File: config.mk
export PLATFORM = sky130hd
export DESIGN_NAME = uart_loader
export DESIGN_NICKNAME = d
export VERILOG_FILES = /design/src/hdl/loader_pkg.sv /design/src/hdl/uart_rx.sv /design/src/hdl/uart_loader.sv
export VERILOG_INCLUDE_DIRS = /design/src /design/src/hdl
export SDC_FILE = /design/constraint.sdc
export NUM_CORES = 1
export LEC_CHECK = 0
export BUFFER_PORTS_ARGS = -buffer_cell sky130_fd_sc_hd__buf_4
export CORE_UTILIZATION = 32
export CTS_CLUSTER_DIAMETER = 30
export CTS_CLUSTER_SIZE = 28
export DETAILED_ROUTE_END_ITERATION = 8
export GPL_ROUTABILITY_DRIVEN = 1
export PLACE_DENSITY = 0.52
export RECOVER_POWER = 100
export SETUP_SLACK_MARGIN = 0.1
export SLEW_MARGIN = 30
export SYNTH_ARGS = -nofsm -noshare
export SYNTH_HDL_FRONTEND = slang
export SYNTH_SLANG_ARGS = --single-unit
export TNS_END_PERCENT = 20
File: constraint.sdc
create_clock -name hclk -period 2.76 [get_ports hclk]
set_input_delay 0.414 -clock hclk [delete_from_list [all_inputs] [get_ports hclk]]
set_output_delay 0.414 -clock hclk [all_outputs]
set_load 0.02 [all_outputs]
File: src/hdl/loader_defines.svh
`ifndef LOADER_DEFINES_SVH
`define LOADER_DEFINES_SVH

// Serial line
`define UART_BAUD_DIV    16
`define LDR_IDLE_CYCLES  400

// Memory map
`define RAM_ADDR_BITS    8
`define RAM_BASE         32'h0000_0000
`define GPIO_BASE        32'h1F80_0000

// Board I/O widths
`define N_LEDS           16
`define N_SWITCHES       16

`endif

File: src/hdl/loader_pkg.sv
package loader_pkg;

    typedef enum logic [1:0] {
        IDLE   = 2'b00,
        BUSY   = 2'b01,
        NONSEQ = 2'b10,
        SEQ    = 2'b11
    } htrans_t;

    // Master side, address phase and data phase together
    typedef struct packed {
        logic [31:0] haddr;
        htrans_t     htrans;
        logic        hwrite;
        logic [31:0] hwdata;
    } ahb_req_t;

    // Slave side
    typedef struct packed {
        logic [31:0] hrdata;
        logic        hready;
        logic        hresp;
    } ahb_rsp_t;

endpackage

File: src/hdl/uart_rx.sv
`timescale 1ns/1ns
`include "loader_defines.svh"

module uart_rx (
    input  logic       hclk,
    input  logic       rst_n,
    input  logic       rx,
    output logic       byte_valid,
    output logic [7:0] byte_data
);
    localparam int CNT_W = $clog2(`UART_BAUD_DIV);

    typedef enum logic [1:0] {RX_IDLE, RX_START, RX_DATA, RX_STOP} rx_state_t;

    rx_state_t        state;
    logic             rx_meta;
    logic             rx_s;
    logic [CNT_W-1:0] baud_cnt;
    logic [2:0]       bit_cnt;
    logic             half_tick;
    logic             full_tick;
    logic             shift_en;

    assign half_tick = baud_cnt == CNT_W'(`UART_BAUD_DIV / 2 - 1);
    assign full_tick = baud_cnt == CNT_W'(`UART_BAUD_DIV - 1);
    assign shift_en  = state == RX_DATA && full_tick;

    always_ff @(posedge hclk or negedge rst_n) begin
        if (!rst_n) begin
            rx_meta <= 1'b1;
            rx_s    <= 1'b1;
        end else begin
            rx_meta <= rx;
            rx_s    <= rx_meta;
        end
    end

    always_ff @(posedge hclk or negedge rst_n) begin
        if (!rst_n) begin
            state      <= RX_IDLE;
            baud_cnt   <= '0;
            bit_cnt    <= '0;
            byte_valid <= 1'b0;
        end else begin
            byte_valid <= 1'b0;
            baud_cnt   <= baud_cnt + CNT_W'(1);
            case (state)
                RX_IDLE: begin
                    baud_cnt <= '0;
                    if (!rx_s)
                        state <= RX_START;
                end
                RX_START: begin
                    if (half_tick) begin  // Middle of start bit
                        baud_cnt <= '0;
                        bit_cnt  <= '0;
                        state    <= rx_s ? RX_IDLE : RX_DATA;  // Glitch rejected
                    end
                end
                RX_DATA: begin
                    if (full_tick) begin
                        baud_cnt <= '0;
                        bit_cnt  <= bit_cnt + 3'd1;
                        if (bit_cnt == 3'd7)
                            state <= RX_STOP;
                    end
                end
                RX_STOP: begin
                    if (full_tick) begin
                        byte_valid <= rx_s;  // Framing error drops the byte
                        state      <= RX_IDLE;
                    end
                end
                default: state <= RX_IDLE;
            endcase
        end
    end

    always_ff @(posedge hclk) begin
        if (shift_en)
            byte_data <= {rx_s, byte_data[7:1]};  // LSB first
    end
endmodule

File: src/hdl/uart_loader.sv
`timescale 1ns/1ns
`include "loader_defines.svh"

module uart_loader (
    input  logic                 hclk,
    input  logic                 rst_n,
    input  logic                 rx,
    input  loader_pkg::ahb_rsp_t rsp,
    output loader_pkg::ahb_req_t req,
    output logic                 busy
);
    import loader_pkg::*;

    localparam int IDLE_W = $clog2(`LDR_IDLE_CYCLES);

    typedef enum logic [1:0] {LD_IDLE, LD_ADDR, LD_DATA} ld_state_t;

    ld_state_t         state;
    logic [1:0]        rx_sync;
    logic              byte_valid;
    logic [7:0]        byte_data;
    logic [2:0]        byte_cnt;
    logic [31:0]       addr_q;
    logic [31:0]       data_q;
    logic [IDLE_W-1:0] idle_cnt;
    logic              activity;
    logic              last_byte;
    logic              pending;

    uart_rx rx_inst (
        .hclk       ( hclk       ),
        .rst_n      ( rst_n      ),
        .rx         ( rx         ),
        .byte_valid ( byte_valid ),
        .byte_data  ( byte_data  )
    );

    assign activity  = !rx_sync[1];  // Line low, start or data bit
    assign last_byte = byte_valid && byte_cnt == 3'd7;
    assign pending   = state != LD_IDLE || last_byte;

    always_ff @(posedge hclk or negedge rst_n) begin
        if (!rst_n)
            rx_sync <= 2'b11;
        else
            rx_sync <= {rx_sync[0], rx};
    end

    always_ff @(posedge hclk) begin
        if (byte_valid) begin
            if (!byte_cnt[2])
                addr_q <= {addr_q[23:0], byte_data};  // MSB first
            else
                data_q <= {data_q[23:0], byte_data};
        end
    end

    always_ff @(posedge hclk or negedge rst_n) begin
        if (!rst_n) begin
            busy     <= 1'b0;
            idle_cnt <= '0;
            byte_cnt <= '0;
        end else if (activity || byte_valid) begin
            busy     <= 1'b1;
            idle_cnt <= '0;
            if (byte_valid)
                byte_cnt <= byte_cnt + 3'd1;
        end else if (busy) begin
            if (idle_cnt != IDLE_W'(`LDR_IDLE_CYCLES - 1)) begin
                idle_cnt <= idle_cnt + IDLE_W'(1);
            end else if (!pending) begin
                busy     <= 1'b0;
                byte_cnt <= '0;  // Resync on a partial record
            end
        end
    end

    always_ff @(posedge hclk or negedge rst_n) begin
        if (!rst_n) begin
            state <= LD_IDLE;
        end else begin
            case (state)
                LD_IDLE: if (last_byte) state <= rsp.hready ? LD_DATA : LD_ADDR;
                LD_ADDR: if (rsp.hready) state <= LD_DATA;
                LD_DATA: if (rsp.hready) state <= LD_IDLE;
                default: state <= LD_IDLE;
            endcase
        end
    end

    always_comb begin
        req.haddr  = addr_q;
        req.htrans = (state == LD_ADDR || (state == LD_IDLE && last_byte)) ? NONSEQ : IDLE;
        req.hwrite = 1'b1;
        req.hwdata = data_q;  // Last byte lands before the data phase
    end
endmodule

==> metrics.md <==
| Metric | Value |
|---|---|
| Result of the run | `finished clean` |
| Fill count | `1098` |
| FMAX | `459 MHz` |
| Routed vias | `1913` |
| Die area | `11700 um^2` |
| Slew @ Worst Pin | `1470 ps` |
| Setup TNS | `0 ps` |
| Post-Syn Instances | `207` |
| Skew-Pair Late Insertion Delay | `360 ps` |
| Synth Area in Adders | `3.83%` |
| CP Launch Type | `register` |
| Setup CP Type | `reg -> reg` |
| Synthesis warning total | `0` |
| Initial DRT Pass Iterations | `4` |
| Clk_skew | `9.46 ps` |
| Synth Net Count | `255` |
| Dpl ws | `828 ps` |
| DRC | `0` |
| Mapped Area | `3600 um^2` |
| Max_cap viols | `0` |
| Root Driver | `clkbuf_8` |
| VDD IR max | `0.000233 V` |
| Worst reg2reg path startpoint | `rx_inst.state[0]$_DFFE_PN0P_` |
| Critical Path Fanout Max | `8` |
| CP max stage cell | `o22ai_1` |
| Vias in the first global route | `1914` |
| Post-synthesis xor/xnor area fraction | `1.22%` |
| Num CTS Buffers | `9` |
| Slew Viols, Final | `0` |
| Die Ht | `108 um` |
| Mux cell area share after synthesis | `1.84%` |
| Clk buf depth | `2` |
| Crit path largest cell delay | `440 ps` |
| Finished Layout Cells | `431` |
| Commonest non-fill, non-tap cell in the layout | `edfxtp_1` |
| Worst reg2reg endpoint | `rx_inst.bit_cnt[0]$_DFFE_PN0P_` |
| Initial Util | `33.0%` |
| Largest net degree at the start of global routing | `33` |
| Setup crit end kind | `register` |
| Post-CTS setup buffer count | `0` |
| Tot Pwr | `2.81 mW` |
| Final ANT Viol Nets | `0` |
| Mean routed wirelength per cell | `13.5 um` |
| Total Routing Usage GR | `10.7%` |
| Placed cells | `414` |
| Total grt overflow | `0` |
| Sink Count | `99` |
| CTS resizes | `0` |
| Clock slew at reported path FFs | `100 ps` |
| CP startpoint | `rx_inst.state[0]$_DFFE_PN0P_` |
| H-tree level count | `3` |
| Post-CTS Hold Buffers | `1` |
| Antenna violations before repair | `0` |
| Pwr dens | `672 nW/um^2` |
| Vias per cell | `4.44` |
| Critical Path RT | `3010 ps` |
| Core region area | `10900 um^2` |
| Predominant post-synthesis flop cell | `edfxtp_1` |
| RePlAce Congestion | `0.685` |
| Yosys reg bits | `99` |
| Min-delay worst type | `in -> reg` |
| Main combinational cell family by area after synthesis | `simple AND/OR/NAND/NOR gates` |
| Cell count of the worst hold path | `1` |
| Crit path to | `rx_inst.bit_cnt[0]$_DFFE_PN0P_` |
| Post-route setup slack | `580 ps` |
| Die W | `108 um` |
| Hold slack | `154 ps` |
| Hold Fails Final Rpt | `0` |
| Share of cells above drive strength 1 | `9.62%` |
| Simple-Gate Fraction of Synth Area | `7.90%` |
| Crit path DAT | `2430 ps` |
| R2R setup slack | `580 ps` |
| # diodes | `0` |
| First-pass GRT wire length | `9400 um` |
| DP HPWL | `3730 um` |
| EDFF count, synth | `72` |
| RSZ-0062 raised after global routing | `false` |
| Distinct cell type count after synthesis | `41` |
| Num rows | `38` |
| Commonest cells after routing, fill and taps aside | `72 x edfxtp_1, 68 x clkbuf_1, 25 x dfrtp_1` |
| Syn avg cell area | `17.4 um^2` |
| Drt total wl | `5840 um` |
| NumNets Final | `334` |
| Top Ports | `105` |
| Synth Area in Compound Gates | `4.45%` |
| Area Growth Syn to Fin | `16.4%` |
| Final setup viols | `0` |
| Async SR Flop Fraction | `27.3%` |
| Final period util | `79.0%` |
| DR iter-0 viols | `45` |
| IO buf count | `69` |
| Crit path cell chain | `inv_1, ha_1, mux2_2, o22ai_1, nand2_2, mux2_1` |
| Static Leak | `1.48 nW` |
| Seq/Total Area, Yosys | `79.0%` |
| Rel. slew slack | `2.17%` |
| Worst r2r path cells | `6` |
| Tmin final | `2180 ps` |
| CTS tree | `built` |
cells by family after synthesis:
logic type,count (synthesis)
DFF,99
and+or+nand+nor,53
AOI/OAI and AO/OA,20
adders and majority gates,11
buffers and inverters,11
muxes,6
xor gates and xnor gates,5
other,2
area by class of cell:
type / count / area [um^2] / area share, %
clock buffer: 9 / 124 / 2.96
sequential: 99 / 2840 / 67.9
clock inverter: 7 / 61.3 / 1.47
timing repair buffer: 73 / 290 / 6.94
inverter: 6 / 22.5 / 0.538
tap: 140 / 175 / 4.19
multi-input combinational: 97 / 671 / 16.0
synth_stat cells, types with 2 or more instances:
master | count | area share (%)
edfxtp_1 | 72 | 60
dfrtp_1 | 25 | 17
nor2_1 | 17 | 1.8
ha_1 | 11 | 3.8
nand2_1 | 7 | 0.73
a21oi_1 | 6 | 0.84
inv_1 | 6 | 0.63
nand3_1 | 6 | 0.84
mux2i_1 | 4 | 1.1
nor3_1 | 4 | 0.56
o21ai_0 | 4 | 0.56
nand2b_1 | 3 | 0.52
nand4_1 | 3 | 0.52
nor2b_1 | 3 | 0.52
xnor2_1 | 3 | 0.73
a21bo_2 | 2 | 0.56
buf_4 | 2 | 0.42
clkbuf_1 | 2 | 0.21
conb_1 | 2 | 0.21
dfstp_2 | 2 | 1.5
or3_2 | 2 | 0.42
xor2_1 | 2 | 0.49
registers in the layout, indices dropped and copies added (netlist names), named ones only:
signal              flops
addr_q                 32
rx_inst.byte_data       8
rx_inst.state           1
rx_sync                 2
data_q                 32
state                   2
busy                    1
byte_cnt                3
rx_inst.bit_cnt         3
rx_inst.baud_cnt        4
idle_cnt                9
rx_inst.byte_valid      1
worst min path at each step:
stage,endpoint,startpoint
after global placement,rx_sync[1]$_DFF_PN1_,rx_sync[0]$_DFF_PN1_
final,rx_sync[0]$_DFF_PN1_,rx
after floorplan,asynchronous set/reset pin,rst_n
after global routing,rx_sync[0]$_DFF_PN1_,rx
after CTS,rx_sync[0]$_DFF_PN1_,rx
after detailed placement,rx_sync[1]$_DFF_PN1_,rx_sync[0]$_DFF_PN1_
per-stage QoR:
| step | instance area [um^2] | utilization (%) |
|---|---|---|
| global route | 4180 | 38.4 |
| finish | 4180 | 38.4 |
| floorplan | 3600 | - |
| CTS | 4480 | 41.2 |
| global placement | 4290 | 39.4 |
| detailed placement | 4290 | 39.4 |
power by group:
part	switching, mW	total [mW]	internal (mW)
sequential	0.0415	1.67	1.63
clock	0.525	0.870	0.345
combinational	0.160	0.272	0.113
total	0.726	2.81	2.08
per-layer routing:
layer	track usage [%]	wire (um)	up-vias	share of wire, %
li1	-	-	917	-
met1	13.9	2790	925	48
met2	16.0	2520	64	43
met3	3.98	462	7	7.9
met4	4.70	63	0	1.1
met5	0	0	-	0
critical path, delay by kind of cell (launching register included):
family	cells	cell delay, ps
buffers and inverters	1	100
multiplexers	2	630
flip-flops	1	430
AO/OA/AOI/OAI	1	440
AND/OR/NAND/NOR	1	150
adder cells (fa/ha/maj)	1	300
Note: power is estimated with default switching activity, not from simulation.
